<file path="src/common/fdc_defines.svh">
`ifndef FDC_DEFINES_SVH
`define FDC_DEFINES_SVH

// sector geometry, buffer depth follows the sector size
`define FDC_SECTOR_SIZE       1024
`define FDC_SECTORS_PER_TRACK 5
`define FDC_BUF_AW            ($clog2(`FDC_SECTOR_SIZE))

// timing in clock-enabled cycles
`define FDC_WATCHDOG_TIME     255 // max time a drq may wait for the host
`define FDC_DRQ_DELAY         16  // buffer fetch to drq

// disk agent status byte
`define FDC_ST_DONE    0
`define FDC_ST_OK      1
`define FDC_ST_CRC     2
`define FDC_ST_NOIMAGE 3 // no disk image loaded

// status register, type-I and type-II share some positions
`define FDC_SB_BUSY     0
`define FDC_SB_DRQ      1 // type-II
`define FDC_SB_LOST     2 // type-II
`define FDC_SB_TRACK0   2 // type-I
`define FDC_SB_CRC      3
`define FDC_SB_SEEK     4 // record not found on type-II
`define FDC_SB_HEADLOAD 5 // type-I
`define FDC_SB_NOTREADY 7

// secondary control register
`define FDC_CTL2_DRIVE 0
`define FDC_CTL2_SIDE  2

`endif

</file>
<file path="src/fdc_watchdog.sv">
`timescale 1ns/1ps
`default_nettype none

`include "fdc_defines.svh"

module fdc_watchdog (
	input  logic clk,
	input  logic cock,
	input  logic clken,
	input  logic kick,
	output logic expired
);

	localparam logic [15:0] RELOAD = 16'(`FDC_WATCHDOG_TIME);

	logic [15:0] timer;

	always_ff @(posedge clk or posedge cock) begin
		if (cock) begin
			timer <= '0; // out of reset already expired
		end else if (clken) begin
			if (kick)
				timer <= RELOAD;
			else if (timer != 16'd0)
				timer <= timer - 16'd1; // holds at zero
		end
	end

	assign expired = (timer == 16'd0);

endmodule

`default_nettype wire

</file>
<file path="config.mk">
export PLATFORM = sky130hd
export DESIGN_NAME = fdc_watchdog
export DESIGN_NICKNAME = d
export VERILOG_FILES = /design/src/fdc_watchdog.sv
export VERILOG_INCLUDE_DIRS = /design/src /design/src/common
export SDC_FILE = /design/constraint.sdc
export NUM_CORES = 1
export LEC_CHECK = 0
export BUFFER_PORTS_ARGS = -buffer_cell sky130_fd_sc_hd__buf_2
export CAP_MARGIN = 20
export CORE_MARGIN = 2
export CORE_UTILIZATION = 35
export DETAILED_ROUTE_END_ITERATION = 8
export GPL_ROUTABILITY_DRIVEN = 0
export SYNTH_ARGS = -nofsm -noshare
export SYNTH_HDL_FRONTEND = slang
export SYNTH_SLANG_ARGS = --single-unit
</file>
<file path="constraint.sdc">
create_clock -name clk -period 3.9 [get_ports clk]
set_input_delay 0.195 -clock clk [delete_from_list [all_inputs] [get_ports clk]]
set_output_delay 0.195 -clock clk [all_outputs]
set_load 0.05 [all_outputs]
</file>
==> run metrics <==
CP arrival 2.24 ns; status finished, final reports clean; Setup violations, final 0; area fraction in compound gates after synthesis 22.4%; Power Density 357 mW/mm2; Final min period 2.44 ns; kind of end point of the critical path output pin; die height 59.0 um; post-route cell area 0.00113 mm2; # rows 19; pre-CTS setup slack 1.84 ns; Clk Latency, worst-skew pair 0.29 ns; Detailed Routing Iterations Pass 1 4; unrepaired setup endpoints after global routing false; CTS tree done; largest family of logic cells by synthesized area simple AND/OR/NAND/NOR gates; WHS Endpoint timer[8]$_DFFE_PP0P_; Via Count 950; Post-Synth Adder-Cell Area 1.18%; global route hottest layer met2; cts hold-fix bufs 1; max cap viols 0; Routed WL per cell 16.3 um; top-count cell post-synth dfrtp_1; CTS Buf Count 3; XOR/XNOR Fraction of Synth Area 0%; VDD IR max 0.000260 V; setup repair bufs after CTS 0; DR iter-0 viols 42; Port Buffers 4; biggest regs timer (16); DRT Wirelength 2450 um; Final Max Tran Viols 0; Post-DP HPWL 1750 um; simple-gate share of the synthesized area 32.5%; die area 0.00348 mm2; list of most frequent post-synthesis cells dfrtp_1, nor2_1, o21ai_0; sequential cell area 400 um2; total track usage 16.3%; Initial Util 37.8%; Hold Path Depth 2; Top FF cell, synth dfrtp_1; cells after synthesis 117; routed vias/inst 6.29; slew margin rel. 58.0%; Pleak 0.000459 uW; post_cts resized 0; CP Launch Type register; Post-Syn Area per Cell 9.06 um2; worst-margin pin slew 0.629 ns; HP Start clken; synthesis-stage register bit count 16; register area share after synthesis 37.8%; Clock Path Buffers 2; total power 401 uW; Synth Warn # 0; ranking of synthesized cells by area dfrtp_1, nor2_1, a311oi_1; reg2reg path depth 7; worst setup margin 1.46 ns; Root Buffer clkbuf_4; largest net degree at the start of global routing 17; Largest register FFs 16; post-synth cell types 41; M3 GR Usage 2.62%; vias in the first global route 934; setup_tns 0 ns; core region area 0.00281 mm2; multi-input logic area 594 um2; antenna violations before repair 0; Crit path required time 3.70 ns; r2r endpoint timer[13]$_DFFE_PP0P_; Largest Register timer; Hold Path Class input pin to register; Fin. Hold Viols 0; area growth from synthesis to layout 6.26%; Synth Net Count 122; mapped cell area 0.00106 mm2; Clock Pin Slew Worst Setup and Hold Paths 0.10 ns; met1 Resource Use GR 22.7%; GRT met2 Usage 23.8%; worst-path fanout max 14; I/O Pins 5; first-pass GRT wire length 4290 um; drt drc 0; RR Startpoint timer[0]$_DFFE_PP0P_; period utilisation layout 62.5%; CTS sink count 16; grt ovf 0; skew final 0.00375 ns; Horiz. Die Dim 59.0 um; Final Util 40.1%; Async S/R FF share, synth 100%; layout cells sized above 1 13.3%; number of fill cells in the layout 287; multiplexer area fraction after synthesis 0%; critical path type register to output pin; worst reg2reg setup slack 1.77 ns; Fmax 411 MHz; Post-DP Area 0.00108 mm2; Detail Route Antenna Nets 0; n_diodes 0; CTS HTree Levels 1; fin nets 126; leading area contributor after synthesis dfrtp_1; number of synthesized flops with an enable pin 0; share of the synthesized area in the top cell type 37.8%
## cell usage in the layout (no fill, tap or decap), drive strengths merged, types with 2 or more instances in the layout
| master | netlist | routed |
|---|---|---|
| or4 | 2 | 2 |
| or2 | 2 | 2 |
| nand4 | 4 | 4 |
| clkbuf | 3 | 4 |
| nor3 | 7 | 7 |
| nor2 | 14 | 14 |
| nand3 | 3 | 3 |
| o41ai | 2 | 2 |
| a311oi | 5 | 5 |
| nand2b | 2 | 2 |
| a31oi | 2 | 2 |
| buf | 3 | 4 |
| o21ai | 8 | 8 |
| dfrtp | 16 | 16 |
| nand2 | 6 | 6 |
| o211ai | 2 | 2 |
| a211oi | 2 | 2 |
| and4 | 2 | 2 |
| inv | 7 | 7 |
| a21oi | 3 | 3 |
| nor4 | 7 | 7 |
## layout make-up
type,instances,area share (%)
tap,31,3.44
timing repair buffer,5,2.67
sequential,16,35.6
multi-input combinational,88,52.8
clock buffer,4,3.22
inverter,7,2.33
## critical path, cell delays in order, from the launching register on
cell	delay (ns)
dfrtp_1	0.42
inv_1	0.07
ha_1	0.24
nor4b_4	0.33
nand4_2	0.38
inv_1	0.22
buf_2	0.29
## power by group
part | internal [uW] | switching [uW] | total [uW] | leakage, uW
Sequential | 185 | 40.8 | 226 | 0.000189
Combinational | 26.3 | 36.2 | 62.5 | 0.000249
Clock | 56.9 | 56.4 | 113 | 0.0000210
## per-stage QoR
stage	hold WS (ns)	std cells
floorplan	0.109	117
global placement	0.304	146
detailed placement	0.314	146
CTS	0.260	151
global route	0.293	151
finish	0.269	151
## worst max path at each step
| stage | cells after the start | startpoint | to | slack, ns |
|---|---|---|---|---|
| 6_report | 6 | timer[0]$_DFFE_PP0P_ | expired | 1.46 |
| 5_1_grt | 6 | timer[1]$_DFFE_PP0P_ | expired | 1.34 |
| 3_5_place_dp | 6 | timer[0]$_DFFE_PP0P_ | expired | 1.84 |
| 2_1_floorplan | 7 | timer[0]$_DFFE_PP0P_ | timer[13]$_DFFE_PP0P_ | 1.91 |
| 3_3_place_gp | 6 | timer[0]$_DFFE_PP0P_ | expired | 1.90 |
| 4_1_cts | 6 | timer[0]$_DFFE_PP0P_ | expired | 1.50 |
## per-layer routing
metal / up-vias / part of all wire, % / wire length [um]
li1: 461 / - / -
met1: 457 / 47 / 1150
met2: 23 / 47 / 1150
met3: 9 / 3.1 / 77
met4: 0 / 3.2 / 79
met5: - / 0 / 0
## kinds of logic after synthesis
logic type      count (synthesis)
compound gates                 33
fa+ha+maj                       1
buf+inv                        13
flops                          16
simple gates                   54
Power figures use the tool's default switching activity.
