==> src/common/fdc_defines.svh <==
`ifndef FDC_DEFINES_SVH
`define FDC_DEFINES_SVH

// sector geometry, buffer depth follows the sector size
`define FDC_SECTOR_SIZE       1024
`define FDC_SECTORS_PER_TRACK 5
`define FDC_BUF_AW            ($clog2(`FDC_SECTOR_SIZE))

// timing in clock-enabled cycles
`define FDC_WATCHDOG_TIME     255 // max time a drq may wait for the host
`define FDC_DRQ_DELAY         16  // buffer fetch to drq

// disk agent status byte
`define FDC_ST_DONE    0
`define FDC_ST_OK      1
`define FDC_ST_CRC     2
`define FDC_ST_NOIMAGE 3 // no disk image loaded

// status register, type-I and type-II share some positions
`define FDC_SB_BUSY     0
`define FDC_SB_DRQ      1 // type-II
`define FDC_SB_LOST     2 // type-II
`define FDC_SB_TRACK0   2 // type-I
`define FDC_SB_CRC      3
`define FDC_SB_SEEK     4 // record not found on type-II
`define FDC_SB_HEADLOAD 5 // type-I
`define FDC_SB_NOTREADY 7

// secondary control register
`define FDC_CTL2_DRIVE 0
`define FDC_CTL2_SIDE  2

`endif

==> src/common/fdc_pkg.sv <==
`default_nettype none

package fdc_pkg;

	// --------------------------------------------------
	// host register bus
	// --------------------------------------------------
	typedef enum logic [2:0] {
		FDC_REG_CMD    = 3'b000, // command on write, status on read
		FDC_REG_TRACK  = 3'b001,
		FDC_REG_SECTOR = 3'b010,
		FDC_REG_DATA   = 3'b011,
		FDC_REG_CTL2   = 3'b111  // drive and side select
	} fdc_reg_e;

	typedef logic [7:0] fdc_byte_t;

	// --------------------------------------------------
	// disk agent requests
	// --------------------------------------------------
	// class in the upper nibble
	// low nibble is drive/side, or the command nibble for nop
	typedef enum logic [7:0] {
		FDC_REQ_READ     = 8'h10,
		FDC_REQ_WRITE    = 8'h20,
		FDC_REQ_READADDR = 8'h30,
		FDC_REQ_NOP      = 8'h40, // type-I, agent only answers done
		FDC_REQ_ACK      = 8'h80, // idle, nothing pending
		FDC_REQ_FAIL     = 8'hC0
	} fdc_req_e;

	// status register layout
	typedef enum logic {
		FDC_MODE_TYPE1 = 1'b0, // restore, seek, step
		FDC_MODE_TYPE2 = 1'b1  // reads, writes, read address
	} fdc_status_mode_e;

	// request class merged with its low nibble
	function automatic fdc_req_e fdc_req_code(fdc_req_e cls, logic [3:0] low);
		return fdc_req_e'({cls[7:4], low});
	endfunction

endpackage

`default_nettype wire

==> src/fdc/fdc_core.sv <==
`timescale 1ns/1ps
`default_nettype none

`include "fdc_defines.svh"

module fdc_core (
	input  logic                   clk,
	input  logic                   cock,
	input  logic                   clken,
	// host bus
	input  logic                   rd,
	input  logic                   wr,
	input  fdc_pkg::fdc_reg_e      addr,
	input  fdc_pkg::fdc_byte_t     wdata,
	output fdc_pkg::fdc_byte_t     rdata,
	output logic                   irq,
	output logic                   drq,
	// disk agent
	output fdc_pkg::fdc_req_e      req,
	input  logic [7:0]             req_status,
	// sector buffer read port
	output logic [`FDC_BUF_AW-1:0] buf_addr,
	output logic                   buf_rd,
	input  fdc_pkg::fdc_byte_t     buf_rdata,
	// watchdog
	input  logic                   expired,
	output logic                   kick
);
	import fdc_pkg::*;

	localparam int CNT_W = `FDC_BUF_AW + 1; // holds a full sector count
	localparam int DLY_W = $clog2(`FDC_DRQ_DELAY + 1);
	localparam logic [CNT_W-1:0] SECTOR_BYTES = CNT_W'(`FDC_SECTOR_SIZE);
	localparam logic [CNT_W-1:0] ID_BYTES     = CNT_W'(6); // read address field
	localparam logic [DLY_W-1:0] DRQ_WAIT     = DLY_W'(`FDC_DRQ_DELAY);
	localparam logic [7:0]       LAST_SECTOR  = 8'(`FDC_SECTORS_PER_TRACK);

	typedef enum logic [2:0] {
		ST_READY,      // idle, or waiting for the host to take a byte
		ST_WAIT_ACK,   // type-I nop pending
		ST_WAIT_READ,  // agent filling the buffer
		ST_WAIT_WRITE,
		ST_ADVANCE,    // next buffer address
		ST_FETCH,
		ST_DELAY,      // drq pacing
		ST_RESET       // force interrupt cleanup
	} state_e;

	state_e           state;
	fdc_byte_t        track_reg;
	fdc_byte_t        sector_reg;
	fdc_byte_t        data_reg;
	logic [7:0]       head_pos;   // real head position
	logic             drive;
	logic             side;
	logic             step_out;   // last step direction
	logic             multi;
	logic             busy;
	logic             head_loaded;
	logic             seek_err;
	logic             crc_err;
	logic             lost;
	logic             not_ready;
	logic             force_irq;
	fdc_status_mode_e status_mode;
	logic [CNT_W-1:0] remaining;  // bytes left incl. the one on offer
	logic [DLY_W-1:0] delay;
	fdc_byte_t        status;
	fdc_byte_t        ctl2_rd;

	logic       step_dir;
	logic [7:0] next_track;
	logic       data_rd;
	logic       read_ok;
	logic       read_fail;
	logic       lost_evt;
	logic       last_byte;

	// --------------------------------------------------
	// decode
	// --------------------------------------------------
	assign step_dir   = wdata[6] ? wdata[5] : step_out; // plain step keeps direction
	assign next_track = step_dir ? head_pos - 8'd1 : head_pos + 8'd1;

	assign data_rd   = (state == ST_READY) && drq && rd && (addr == FDC_REG_DATA);
	assign lost_evt  = (state == ST_READY) && drq && expired && !data_rd;
	assign last_byte = (remaining == CNT_W'(1));

	assign read_ok = (state == ST_WAIT_READ) && !req_status[`FDC_ST_NOIMAGE] &&
		req_status[`FDC_ST_DONE] && req_status[`FDC_ST_OK];
	assign read_fail = (state == ST_WAIT_READ) && (req_status[`FDC_ST_NOIMAGE] ||
		(req_status[`FDC_ST_DONE] && !req_status[`FDC_ST_OK]));

	assign kick   = read_ok || data_rd || lost_evt; // each byte gets a full window
	assign buf_rd = clken && (state == ST_FETCH);

	// status byte, layout follows the last command class
	always_comb begin
		status = '0;
		status[`FDC_SB_BUSY]     = busy;
		status[`FDC_SB_CRC]      = crc_err;
		status[`FDC_SB_SEEK]     = seek_err;
		status[`FDC_SB_NOTREADY] = not_ready;
		if (status_mode == FDC_MODE_TYPE1) begin
			status[`FDC_SB_TRACK0]   = (head_pos == 8'd0);
			status[`FDC_SB_HEADLOAD] = head_loaded;
		end else begin
			status[`FDC_SB_DRQ]  = drq;
			status[`FDC_SB_LOST] = lost;
		end
	end

	always_comb begin
		ctl2_rd = '1; // unused bits read as one
		ctl2_rd[`FDC_CTL2_DRIVE] = drive;
		ctl2_rd[`FDC_CTL2_SIDE]  = side;
	end

	// data register, host writes it for seek, fetch fills it
	always_ff @(posedge clk) begin
		if (clken) begin
			if (wr && addr == FDC_REG_DATA)
				data_reg <= wdata;
			else if (state == ST_DELAY && delay == '0)
				data_reg <= buf_rdata; // byte offered with drq
		end
	end

	// --------------------------------------------------
	// registers and transfer FSM
	// --------------------------------------------------
	always_ff @(posedge clk or posedge cock) begin
		if (cock) begin
			state       <= ST_READY;
			req         <= FDC_REQ_ACK;
			rdata       <= '0;
			irq         <= 1'b0;
			drq         <= 1'b0;
			busy        <= 1'b0;
			multi       <= 1'b0;
			force_irq   <= 1'b0;
			step_out    <= 1'b0;
			drive       <= 1'b0;
			side        <= 1'b0;
			head_loaded <= 1'b0;
			seek_err    <= 1'b0;
			crc_err     <= 1'b0;
			lost        <= 1'b0;
			not_ready   <= 1'b0;
			status_mode <= FDC_MODE_TYPE1;
			head_pos    <= 8'hff; // unknown until restore
			track_reg   <= '0;
			sector_reg  <= '0;
			remaining   <= '0;
			delay       <= '0;
			buf_addr    <= '0;
		end else if (clken) begin
			not_ready <= req_status[`FDC_ST_NOIMAGE];

			// host reads, status read acknowledges irq
			if (rd) begin
				case (addr)
					FDC_REG_CMD: begin
						rdata <= status;
						irq   <= 1'b0;
					end
					FDC_REG_TRACK:  rdata <= track_reg;
					FDC_REG_SECTOR: rdata <= sector_reg;
					FDC_REG_DATA:   rdata <= data_reg;
					FDC_REG_CTL2:   rdata <= ctl2_rd;
					default:        rdata <= '1;
				endcase
			end

			case (state)
				ST_READY: begin
					if (data_rd || lost_evt) begin
						drq  <= 1'b0;
						lost <= lost_evt; // a taken byte clears it
						if (!last_byte) begin
							state <= ST_ADVANCE;
						end else if (multi && sector_reg < LAST_SECTOR) begin
							// next sector on the same track
							sector_reg <= sector_reg + 8'd1;
							remaining  <= SECTOR_BYTES;
							req        <= fdc_req_code(FDC_REQ_READ, {2'b00, drive, side});
							state      <= ST_WAIT_READ;
						end else begin
							busy  <= 1'b0;
							multi <= 1'b0;
							irq   <= 1'b1;
						end
					end
				end
				ST_WAIT_ACK: begin
					if (req_status[`FDC_ST_DONE]) begin
						req   <= FDC_REQ_ACK;
						busy  <= 1'b0;
						irq   <= 1'b1;
						state <= ST_READY;
					end
				end
				ST_WAIT_READ: begin
					if (read_fail) begin
						req      <= FDC_REQ_ACK;
						seek_err <= 1'b1;
						crc_err  <= req_status[`FDC_ST_CRC];
						busy     <= 1'b0;
						multi    <= 1'b0;
						irq      <= 1'b1;
						state    <= ST_READY;
					end else if (read_ok) begin
						req      <= FDC_REQ_ACK;
						buf_addr <= '0;
						state    <= ST_FETCH;
					end
				end
				ST_WAIT_WRITE: begin
					// no write path, fail right away
					req      <= FDC_REQ_ACK;
					seek_err <= 1'b1;
					busy     <= 1'b0;
					irq      <= 1'b1;
					state    <= ST_READY;
				end
				ST_ADVANCE: begin
					buf_addr  <= buf_addr + 1'b1;
					remaining <= remaining - 1'b1;
					state     <= ST_FETCH;
				end
				ST_FETCH: begin
					delay <= DRQ_WAIT; // buffer read issued this cycle
					state <= ST_DELAY;
				end
				ST_DELAY: begin
					if (delay != '0) begin
						delay <= delay - 1'b1;
					end else begin
						drq   <= 1'b1;
						state <= ST_READY;
					end
				end
				ST_RESET: begin
					req      <= FDC_REQ_ACK;
					drq      <= 1'b0;
					busy     <= 1'b0;
					multi    <= 1'b0;
					seek_err <= 1'b0;
					crc_err  <= 1'b0;
					lost     <= 1'b0;
					irq      <= force_irq; // immediate interrupt flag
					state    <= ST_READY;
				end
				default: state <= ST_READY;
			endcase

			// host writes, after the FSM so a command overrides it
			if (wr) begin
				case (addr)
					FDC_REG_TRACK:  if (!busy) track_reg <= wdata;
					FDC_REG_SECTOR: if (!busy) sector_reg <= wdata;
					FDC_REG_CTL2: begin
						drive <= wdata[`FDC_CTL2_DRIVE];
						side  <= wdata[`FDC_CTL2_SIDE];
					end
					FDC_REG_CMD: begin
						if (wdata[7:4] == 4'hD) begin
							// force interrupt, any state
							force_irq <= wdata[3];
							irq       <= 1'b0;
							state     <= ST_RESET;
						end else if (state == ST_READY && !busy) begin
							irq         <= 1'b0;
							status_mode <= fdc_status_mode_e'(wdata[7]);
							seek_err    <= 1'b0;
							crc_err     <= 1'b0;
							lost        <= 1'b0;
							if (!wdata[7]) begin
								// type-I common part
								head_loaded <= wdata[3];
								busy        <= 1'b1;
								req         <= fdc_req_code(FDC_REQ_NOP, wdata[7:4]);
								state       <= ST_WAIT_ACK;
							end
							case (wdata[7:4])
								4'h0: begin // restore
									track_reg <= '0;
									head_pos  <= 8'd0;
								end
								4'h1: head_pos <= data_reg; // seek
								4'h2, 4'h3, 4'h4, 4'h5, 4'h6, 4'h7: begin
									if (wdata[6])
										step_out <= wdata[5];
									head_pos <= next_track;
									if (wdata[4])
										track_reg <= next_track; // update flag
								end
								4'h8, 4'h9: begin // read sector
									busy      <= 1'b1;
									multi     <= wdata[4];
									remaining <= SECTOR_BYTES;
									req       <= fdc_req_code(FDC_REQ_READ, {2'b00, drive, side});
									state     <= ST_WAIT_READ;
								end
								4'hA, 4'hB: begin // write sector
									busy  <= 1'b1;
									req   <= fdc_req_code(FDC_REQ_WRITE, {2'b00, drive, side});
									state <= ST_WAIT_WRITE;
								end
								4'hC: begin // read address
									busy      <= 1'b1;
									multi     <= 1'b0;
									remaining <= ID_BYTES;
									req <= fdc_req_code(FDC_REQ_READADDR, {2'b00, drive, side});
									state     <= ST_WAIT_READ;
								end
								default: ; // read/write track ignored
							endcase
						end
					end
					default: ; // data register has its own block
				endcase
			end
		end
	end

endmodule

`default_nettype wire

==> config.mk <==
export PLATFORM = sky130hd
export DESIGN_NAME = fdc_core
export DESIGN_NICKNAME = d
export VERILOG_FILES = /design/src/common/fdc_pkg.sv /design/src/fdc/fdc_core.sv
export VERILOG_INCLUDE_DIRS = /design/src /design/src/common
export SDC_FILE = /design/constraint.sdc
export NUM_CORES = 1
export LEC_CHECK = 0
export BUFFER_PORTS_ARGS = -buffer_cell sky130_fd_sc_hd__clkbuf_2
export CAP_MARGIN = 20
export CORE_AREA = 5 5 117 119
export CTS_CLUSTER_SIZE = 40
export DETAILED_ROUTE_END_ITERATION = 7
export DIE_AREA = 0 0 122 124
export PLACE_DENSITY = 0.74
export REMOVE_ABC_BUFFERS = 1
export SETUP_SLACK_MARGIN = 0.4
export SYNTH_ARGS = -nofsm -noshare
export SYNTH_HDL_FRONTEND = slang
export SYNTH_SLANG_ARGS = --single-unit
==> constraint.sdc <==
create_clock -name clk -period 3.58 [get_ports clk]
set_input_delay 0.537 -clock clk [delete_from_list [all_inputs] [get_ports clk]]
set_output_delay 0.537 -clock clk [all_outputs]
set_load 0.02 [all_outputs]
==> results of run 1 <==
[worst max-delay path, delay by kind of cell (launching register included)]
family | cells | cell delay (ps)
buffers and inverters | 1 | 250
AO/OA/AOI/OAI | 1 | 390
flip-flops | 1 | 580
AND/OR/NAND/NOR | 5 | 1440
[worst max-delay path by stage]
stage / from / endpoint / slack, ps / depth (start not counted)
3_5_place_dp: wdata[5] / track_reg[6]$_DFFE_PP0P_ / 520 / 10
3_3_place_gp: wdata[5] / track_reg[6]$_DFFE_PP0P_ / 580 / 10
6_report: state[1]$_DFFE_PP0P_ / remaining[1]$_DFFE_PP0P_ / 760 / 7
4_1_cts: state[1]$_DFFE_PP0P_ / remaining[1]$_DFFE_PP0P_ / 810 / 7
5_1_grt: wdata[5] / track_reg[6]$_DFFE_PP0P_ / 600 / 10
2_1_floorplan: cock / buf_addr[0]$_DFFE_PP0P_ / 920 / 1
[kinds of logic (layout without fill, tap and decap cells)]
group                      Yosys count  in the layout
buffers and inverters               62            112
DFF                                 91             91
and+or+nand+nor                    239            239
muxes                               25             25
adders and majority gates           14             14
xor gates and xnor gates            18             18
AOI/OAI and AO/OA                  172            172
[cells in the mapped netlist (all sizes together) (7+ instances only)]
cell    count  area, µm²
dfrtp      74       1850
nand2b      7       43.8
inv        23       86.3
clkbuf     33        124
nand3      30        150
dfstp       9        236
nor3       14       81.3
a31oi      11       68.8
nor2       64        240
edfxtp      8        240
a21oi      40        200
mux2       13        146
ha         13        163
nand2      70        263
xnor2       9       78.8
o22ai       7       43.8
nor4       11       68.8
a21o        7       52.6
o21ai      51        255
xor2        8       70.1
mux2i       8       80.1
[cell type report]
cell class / instances / area [µm²] / share of cell area [%]
Clock inverter: 6 / 55.1 / 0.879
Clock buffer: 10 / 239 / 3.82
Sequential cell: 91 / 2330 / 37.2
Tap cell: 172 / 215 / 3.44
Timing Repair Buffer: 72 / 395 / 6.31
Inverter: 24 / 91.3 / 1.46
Multi-Input combinational cell: 468 / 2940 / 46.9
[metrics by stage]
stage / cells / setup slack (ps) / hold slack (ps) / power, mW
6_report: 843 / 762 / 297 / 3.78
5_1_grt: 843 / 595 / 386 / 4.02
4_1_cts: 843 / 810 / 320 / 3.78
3_5_place_dp: 827 / 519 / 464 / 2.81
3_3_place_gp: 827 / 584 / 460 / 2.76
2_1_floorplan: 583 / 921 / 446 / 2.39
[report_power, final]
part,switching [mW],internal (mW),total (mW)
registers,0.262,1.29,1.55
logic,0.760,0.518,1.28
clock network,0.399,0.553,0.952
total,1.42,2.36,3.78
[layer usage]
layer / vias to the layer above / global-route usage, %
met5: - / 0
met4: 0 / 8.61
met3: 37 / 5.00
met2: 234 / 33.4
met1: 2451 / 29.0
li1: 2363 / -
==> key figures, run 1 <==
Status
  • Status: finished, final reports clean

Setup path
  • Crit Path Max Fanout: 17
  • CP dominant cell by count: nor3_1
  • R2r endpoint: remaining[1]$_DFFE_PP0P_
  • R2r worst-path depth: 7
  • CP required: 3790 ps
  • Crit Reg-Reg Startpoint: state[1]$_DFFE_PP0P_
  • Type of the worst setup path: reg -> reg
  • Worst setup SP type: flop
  • CP endpoint kind: flop
  • Critical path arrival: 3030 ps
  • Worst path max stage delay: 580 ps
  • Worst R2R Setup Slack: 760 ps
  • Crit-path slowest cell: dfrtp_1
  • Critical Path, Cell by Cell: nor3_1, o211ai_1, nor3_4, buf_4, nor2_1, nor4_1, nor3_1

STA
  • Sum of negative setup slack: 0 ps
  • Final slew viol count: 0
  • Count of final setup violators: 0
  • RSZ-0062 raised after global routing: no
  • Slew at the pin closest to its max-slew limit: 932 ps
  • Tcrit/Tclk final: 78.7%
  • Slew margin rel.: 37.4%
  • Fmax: 355 MHz
  • Final hold vios: 0
  • Worst Skew: 8.24 ps
  • Tmin final: 2820 ps

Route
  • Via count: 5085
  • WL/cell: 18.5 µm
  • WL met2: 7.24 mm
  • Routed Antenna Nets: 0
  • DRT Pass-1 Iters: 6
  • DRC Markers: 0
  • DR top layer: met4
  • Vias per inst: 6.03
  • Drt first-iter violations: 522
  • Post-Route M1 WL: 6.74 mm
  • Met3 wire length: 1.28 mm
  • Drt total wl: 15.6 mm

Final layout
  • Area growth syn-to-layout: 13.7%
  • Regs by FF count: remaining x11, buf_addr x10
  • Share of layout cells above drive strength 1: 17.9%
  • Largest register by flop count: remaining
  • Most frequent cells in the layout: dfrtp_1, nand2_1, nor2_1
  • Most common cell after layout, fill and taps aside: dfrtp_1
  • Util after Layout: 50.2%
  • Fin area: 6260 µm²
  • Number of flip-flops in the largest register: 11
  • Ant diodes: 0
  • Nets: 713
  • Fill cells: 1154

Clocking
  • Root buf cell: clkbuf_16
  • CTS tree: built
  • CTS Buffer Depth: 2
  • Skew-Pair Late Insertion Delay: 350 ps
  • CTS buffer count: 9
  • Postcts setup bufs: 0
  • Cts repair resizes: 0
  • CTS sink cnt: 91
  • Htree depth: 3
  • Hold_buf cts: 0
  • Clock transition at path regs: 70 ps

Power
  • Worst VDD drop: 0.339 mV
  • Pleak: 2.80 nW
  • Power per cell area: 604 nW/µm²

Floorplanning
  • Die W: 122 µm
  • Initial core utilization: 44.2%
  • Core area: 12500 µm²
  • Row count: 41
  • Die H: 124 µm
  • Die area: 15100 µm²
  • # IOs: 63

GRT
  • Gr usage total: 21.4%
  • Initial antenna violation count: 0
  • First-pass GRT wire length: 25.4 mm
  • Vias in the first global route: 4916
  • Largest net degree at the start of global routing: 46
  • Total gr overflow: 0

Logic synthesis
  • Post-synthesis simple-gate area fraction: 21.3%
  • Xor/xnor share of the synthesized area: 3.11%
  • EDFF count, synth: 8
  • Synth cell types: 72
  • Synth Area in Adders: 3.32%
  • Ys flop type: dfrtp_1
  • #FFs+latches synth: 91
  • Instance count of the mapped netlist: 621
  • Async SR Flop Fraction: 91.2%
  • Mux contribution to synthesized area: 5.75%
  • Seq/Total Area, Yosys: 42.3%
  • Largest family of logic cells by synthesized area: simple AND/OR/NAND/NOR gates
  • Synth Warn #: 0
  • Syn Area/Cell: 8.87 µm²
  • Cell area after synthesis: 5510 µm²
  • Compound-Gate Fraction of Synth Area: 19.9%

Place
  • PortBufs: 58
  • Placed Area: 5970 µm²
  • GPL Wtd Cong: 0.930
  • Dpl hpwl: 11.2 mm

Job
  • Max Cap Viol: 0

Worst hold path
  • Worst min-delay path category: in -> async
Note: power is estimated with default switching activity, not from simulation.
==> inputs of run 2 (changes only) <==
==> constraint.sdc (replaced) <==
create_clock -name clk -period 2.9 [get_ports clk]
set_input_delay 0.435 -clock clk [delete_from_list [all_inputs] [get_ports clk]]
set_output_delay 0.435 -clock clk [all_outputs]
set_load 0.02 [all_outputs]
==> run 2 against run 1 <==
  * Total power increased by 28%
  * Cell area increased by 4.6%
  * Final cell count increased by 3.0%
  * Sequential share of layout area decreased by 1.6 points
  * Global-route usage about the same
  * Critical path type unchanged
==> key figures, run 2 (synthesis results as in run 1) <==
Status
  • Status: finished, final reports clean

Power
  • Power per cell area: 740 nW/µm² (+23%)
  • Worst VDD drop: 0.512 mV (+51%)
  • Pleak: 2.93 nW (+4.5%)

Floorplanning
  • Die W: 122 µm (unchanged)
  • Die area: 15100 µm² (unchanged)
  • Initial core utilization: 44.2% (unchanged)
  • # IOs: 63 (unchanged)
  • Die H: 124 µm (unchanged)
  • Core area: 12500 µm² (unchanged)
  • Row count: 41 (unchanged)

Final layout
  • Share of layout cells above drive strength 1: 23.3% (+5.4 points)
  • Number of flip-flops in the largest register: 11 (unchanged)
  • Fill cells: 1150 (-0.35%)
  • Largest register by flop count: remaining
  • Regs by FF count: remaining x11, buf_addr x10
  • Most frequent cells in the layout: dfrtp_1, nand2_1, nor2_1
  • Most common cell after layout, fill and taps aside: dfrtp_1
  • Area growth syn-to-layout: 18.9%
  • Ant diodes: 0 (unchanged)
  • Nets: 738 (+3.5%)

Place
  • Place WS: 218 ps (-301 ps)
  • Dpl hpwl: 11.7 mm (+4.0%)
  • GPL Wtd Cong: 0.906 (-2.6%)
  • PortBufs: 58 (unchanged)

Setup path
  • Worst path max stage delay: 470 ps (-110 ps)
  • Critical Path, Cell by Cell: inv_2, ha_4, or4b_4, or4_4, nor3_4, buf_4, a2bb2oi_2, o21ai_0, a32o_1
  • Crit Path Max Fanout: 4 (-13)
  • Worst setup SP type: flop
  • CP endpoint kind: flop
  • Crit-path slowest cell: or4_4
  • Type of the worst setup path: reg -> reg
  • Critical path arrival: 2830 ps (-200 ps)
  • CP required: 3150 ps (-640 ps)

STA
  • Final slew viol count: 0 (unchanged)
  • Fmax: 388 MHz (+9.3%)
  • Sum of negative setup slack: 0 ps (unchanged)
  • Slew at the pin closest to its max-slew limit: 776 ps (-156 ps)
  • Final hold vios: 0 (unchanged)
  • Slew margin rel.: 48.1% (+11 points)
  • Tmin final: 2580 ps (-239 ps)
  • Hold_ws: 105 ps (-191 ps)
  • Tcrit/Tclk final: 88.9% (+10 points)
  • RSZ-0062 raised after global routing: yes
  • Worst Skew: 12.6 ps (+4.34 ps)
  • Count of final setup violators: 0 (unchanged)
  • Setup ws final: 321 ps (-441 ps)

GRT
  • Largest net degree at the start of global routing: 34 (-26%)
  • First-pass GRT wire length: 25.1 mm (-1.2%)
  • Initial antenna violation count: 0 (unchanged)
  • Gr usage total: 21.5% (+0.038 points)
  • Vias in the first global route: 4885 (-0.63%)
  • Total gr overflow: 0 (unchanged)

Route
  • Routed Antenna Nets: 0 (unchanged)
  • DRC Markers: 0 (unchanged)
  • Drt total wl: 16.1 mm (+2.7%)
  • WL/cell: 18.5 µm (-0.23%)
  • DRT Pass-1 Iters: 5 (-1)
  • Via count: 5175 (+1.8%)
  • Vias per inst: 5.96 (-1.2%)
  • Drt first-iter violations: 570 (+9.2%)

Clocking
  • Skew-Pair Late Insertion Delay: 360 ps (about the same)
  • CTS sink cnt: 91 (unchanged)
  • Htree depth: 3 (unchanged)
  • Root buf cell: clkbuf_16
  • CTS Buffer Depth: 2 (unchanged)
  • Clock transition at path regs: 70 ps (about the same)
  • CTS tree: built
  • CTS buffer count: 9 (unchanged)

Worst hold path
  • Worst min-delay path category: in -> async

Job
  • Max Cap Viol: 0 (unchanged)
run 2: cell count changes in the layout (fill, tap and decap cells not counted), sizes merged:
cell      before  now
clkinv         7    2
clkbuf        68   69
inv           22   23
clkinvlp       0    3
buf           14   39
run 2: final timing paths:
kind | startpoint | endpoint | slack [ps] | depth (start not counted)
setup reg to reg | remaining[1]$_DFFE_PP0P_ | req[6]$_DFFE_PP0P_ | 320 | 9
hold / removal | cock | force_irq$_DFFE_PP0P_ | 110 | 2
min in group clk | req_status[2] | crc_err$_DFFE_PP0P_ | 330 | 2
setup / recovery | remaining[1]$_DFFE_PP0P_ | req[6]$_DFFE_PP0P_ | 320 | 9
max in group asynchronous | cock | req[7]$_DFFE_PP1P_ | 1990 | 3
hold reg to reg | rdata[1]$_DFFE_PP0P_ | rdata[1]$_DFFE_PP0P_ | 480 | 2
run 2: report_power, final:
| group | leakage [nW] | switching (mW) | internal [mW] |
|---|---|---|---|
| clock network | 0.138 | 0.520 | 0.695 |
| registers | 1.09 | 0.328 | 1.59 |
| logic | 1.70 | 0.996 | 0.720 |
run 2: stage by stage:
step                      total power, mW  utilization, %  instance area, µm²  std cells
after CTS                            4.75            51.5                6420        861
final                                4.85            52.6                6550        868
after global routing                 5.13            52.6                6550        868
after floorplan                      2.95               -                5360        583
after global placement               3.45            48.9                6100        844
after detailed placement             3.53            48.9                6100        844
run 2: repair_timing:
| item | CTS | global route |
|---|---|---|
| buffers inserted | 1 | 7 |
| gates resized for setup | 2 | 17 |
| hold buffers | 0 | 0 |
| pin swaps | 2 | 2 |
| setup endpoints to repair | 1 | 28 |
run 2: routing by layer:
metal | part of all wire [%] | up-vias | global-route usage (%) | wire length, µm
met3 | 8.9 | 30 | 4.27 | 1420
met1 | 42 | 2501 | 28.6 | 6700
met2 | 47 | 240 | 33.9 | 7470
met5 | 0 | - | 0 | 0
met4 | 2.9 | 0 | 9.87 | 464
li1 | - | 2404 | - | -
run 2: final cells by class:
cell class / count / area [µm²] / share of cell area, %
Timing Repair Buffer: 97 / 591 / 9.01
Sequential cell: 91 / 2330 / 35.6
Inverter: 24 / 91.3 / 1.39
Tap cell: 172 / 215 / 3.28
Clock inverter: 5 / 61.3 / 0.936
Clock buffer: 11 / 243 / 3.71
Multi-Input combinational cell: 468 / 3020 / 46.1
run 2: critical path, delay by kind of cell (launching register included):
kind | cells | cell delay (ps)
adder cells (fa/ha/maj) | 1 | 120
AND/OR/NAND/NOR | 3 | 1170
flip-flops | 1 | 420
buffers and inverters | 2 | 270
AO/OA/AOI/OAI | 3 | 500
==> inputs of run 3 (changes only) <==
--- a/config.mk
+++ b/config.mk
@@ -8,11 +8,13 @@
 export LEC_CHECK = 0
 export BUFFER_PORTS_ARGS = -buffer_cell sky130_fd_sc_hd__clkbuf_2
 export CAP_MARGIN = 20
-export CORE_AREA = 5 5 117 119
+export CELL_PAD_IN_SITES_DETAIL_PLACEMENT = 1
+export CELL_PAD_IN_SITES_GLOBAL_PLACEMENT = 2
+export CORE_AREA = 5 5 130 132
 export CTS_CLUSTER_SIZE = 40
 export DETAILED_ROUTE_END_ITERATION = 7
-export DIE_AREA = 0 0 122 124
-export PLACE_DENSITY = 0.74
+export DIE_AREA = 0 0 135 137
+export PLACE_DENSITY = 0.9
 export REMOVE_ABC_BUFFERS = 1
 export SETUP_SLACK_MARGIN = 0.4
 export SYNTH_ARGS = -nofsm -noshare
==> run 3 against run 2 <==
  * Maximum frequency grew 0.63%
  * Highest routed layer unchanged
  * Largest cell class unchanged
  * Flip-flop and latch count unchanged
  * Total power grew 4.8%
  * Hold slack improved by 75 ps
  * First-iteration DRC count decreased by 35%
  * Critical endpoint is now remaining[1]$_DFFE_PP0P_
==> key figures, run 3 (synthesis results as in run 1) <==
Floorplanning
  • Die H: 137 µm (+10%)
  • # IOs: 63 (unchanged)
  • Initial core utilization: 35.3% (-8.9 points)
  • Die area: 18500 µm² (+22%)
  • Row count: 46 (+12%)
  • Die W: 135 µm (+11%)
  • Core area: 15600 µm² (+25%)

Final layout
  • Ant diodes: 0 (unchanged)
  • Largest register by flop count: remaining
  • Fill cells: 1839 (+60%)
  • Regs by FF count: remaining x11, buf_addr x10
  • Share of layout cells above drive strength 1: 25.0% (+1.8 points)
  • Nets: 741 (+0.41%)
  • Most common cell after layout, fill and taps aside: dfrtp_1
  • Number of flip-flops in the largest register: 11 (unchanged)
  • Area growth syn-to-layout: 22.1%
  • Most frequent cells in the layout: dfrtp_1, nand2_1, nor2_1

STA
  • Final slew viol count: 0 (unchanged)
  • RSZ-0062 raised after global routing: yes
  • Hold_ws: 180 ps (+75.0 ps)
  • Tcrit/Tclk final: 88.4% (-0.55 points)
  • Fmax: 390 MHz (+0.63%)
  • Count of final setup violators: 0 (unchanged)
  • Worst Skew: 5.73 ps (-6.85 ps)
  • Final hold vios: 0 (unchanged)
  • Tmin final: 2560 ps (-16.0 ps)
  • Slew margin rel.: 46.7% (-1.3 points)
  • Slew at the pin closest to its max-slew limit: 799 ps (+23.1 ps)

Route
  • Drt first-iter violations: 368 (-35%)
  • Drt total wl: 18.6 mm (+16%)
  • WL/cell: 20.4 µm (+10%)
  • Via count: 5217 (+0.81%)
  • Routed Antenna Nets: 0 (unchanged)
  • DRC Markers: 0 (unchanged)
  • DRT Pass-1 Iters: 5 (unchanged)
  • Vias per inst: 5.70 (-4.4%)

Clocking
  • CTS sink cnt: 91 (unchanged)
  • Skew-Pair Late Insertion Delay: 360 ps (about the same)
  • Clock transition at path regs: 60 ps (about the same)
  • Htree depth: 3 (unchanged)
  • Root buf cell: clkbuf_16
  • CTS Buffer Depth: 2 (unchanged)
  • CTS tree: built
  • Hold_buf cts: 0 (unchanged)
  • CTS buffer count: 9 (unchanged)

Setup path
  • Worst R2R Setup Slack: 340 ps (+20 ps)
  • Type of the worst setup path: reg -> reg
  • Critical Path, Cell by Cell: inv_2, ha_4, or4b_4, or4_4, nor3_4, buf_6, buf_6, nor2_2, nor4_2, nor3_1
  • Family with the most delay on the worst path: simple AND/OR/NAND/NOR gates
  • Crit Reg-Reg Startpoint: remaining[1]$_DFFE_PP0P_
  • CP required: 3110 ps (-40 ps)
  • CP endpoint kind: flop
  • Worst setup SP type: flop
  • Crit-path slowest cell: or4_4
  • Crit Path Max Fanout: 7 (+3)
  • CP dominant cell by count: buf_6
  • CP Buf/Inv Count: 3 (+1)
  • R2r endpoint: remaining[1]$_DFFE_PP0P_
  • Worst path max stage delay: 530 ps (+60 ps)
  • R2r worst-path depth: 10 (+1)
  • Critical path arrival: 2770 ps (-60 ps)

Power
  • Pleak: 2.97 nW (+1.6%)
  • Tot Pwr: 5.08 mW (+4.8%)
  • Worst VDD drop: 0.393 mV (-23%)
  • Power per cell area: 755 nW/µm² (+2.0%)

GRT
  • Largest net degree at the start of global routing: 47 (+38%)
  • Total gr overflow: 0 (unchanged)
  • Vias in the first global route: 5506 (+13%)
  • First-pass GRT wire length: 29.9 mm (+19%)
  • Gr usage total: 20.5% (-0.94 points)
  • Initial antenna violation count: 0 (unchanged)

Status
  • Status: finished, final reports clean

Worst hold path
  • Worst min-delay path category: in -> async

Place
  • GPL Wtd Cong: 0.878 (-3.1%)
  • PortBufs: 58 (unchanged)
  • Dpl hpwl: 13.7 mm (+17%)

Job
  • Max Cap Viol: 0 (unchanged)
run 3: cell types whose count changed in the layout (fill, tap and decap cells not counted), moves of 3 or more:
cell        change
o21ai_0         -6
clkinvlp_4      -3
o21ai_1         +6
a21oi_1         -3
a21oi_2         +3
run 3: report_power, final:
group | internal, mW | switching, mW
combinational | 0.747 | 1.08
clock | 0.841 | 0.529
sequential | 1.59 | 0.293
total | 3.18 | 1.90
run 3: metrics by stage:
stage          std cells  setup WS (ps)  instance area, µm²  utilization [%]  TNS, ps
6_report             915            337                6730             43.1        0
5_1_grt              915            219                6730             43.1        0
4_1_cts              912            399                6620             42.4        0
3_5_place_dp         890          -53.4                6180             39.6    -53.4
3_3_place_gp         890           56.0                6180             39.6        0
2_1_floorplan        583            343                5360                -        0
run 3: final cells by class:
| cell class | count | area [µm²] | share of cell area, % |
|---|---|---|---|
| multi-input cells | 468 | 3060 | 45.5 |
| flip-flops and latches | 91 | 2330 | 34.7 |
| repair buffers | 100 | 629 | 9.36 |
| well taps | 216 | 270 | 4.02 |
| clock buffers | 9 | 225 | 3.35 |
| clock inverters | 7 | 116 | 1.73 |
| inverters | 24 | 91.3 | 1.36 |
run 3: how the worst max path moves through the flow:
stage	startpoint	endpoint	slack, ps	cells past startpoint
after floorplan	cock	buf_addr[0]$_DFFE_PP0P_	340	1
after global routing	remaining[1]$_DFFE_PP0P_	remaining[1]$_DFFE_PP0P_	220	10
after CTS	step_out$_DFFE_PP0P_	track_reg[6]$_DFFE_PP0P_	400	9
final	remaining[1]$_DFFE_PP0P_	remaining[1]$_DFFE_PP0P_	340	10
after global placement	wdata[6]	track_reg[6]$_DFFE_PP0P_	60	10
after detailed placement	wdata[6]	track_reg[6]$_DFFE_PP0P_	-50	10
run 3: worst reg2reg max path, cell delays in order, from the launching register on:
cell and delay [ps]:
dfrtp_1 390, inv_2 80, ha_4 110, or4b_4 440, or4_4 530, nor3_4 180
buf_6 140, buf_6 120, nor2_2 40, nor4_2 300, nor3_1 90
run 3: repair_timing:
action / 4_1_cts / 5_1_grt
pin swaps: 3 / 11
setup endpoints to repair: 23 / 26
setup buffers: 6 / 3
gates resized for setup: 11 / 26
run 3: metal layers:
layer	wire length (µm)	share of wire, %	vias up	global-route usage [%]
li1	-	-	2402	-
met1	8030	43	2640	26.1
met2	9180	49	146	35.4
met3	968	5.2	29	3.97
met4	451	2.4	0	6.44
met5	0	0	-	0
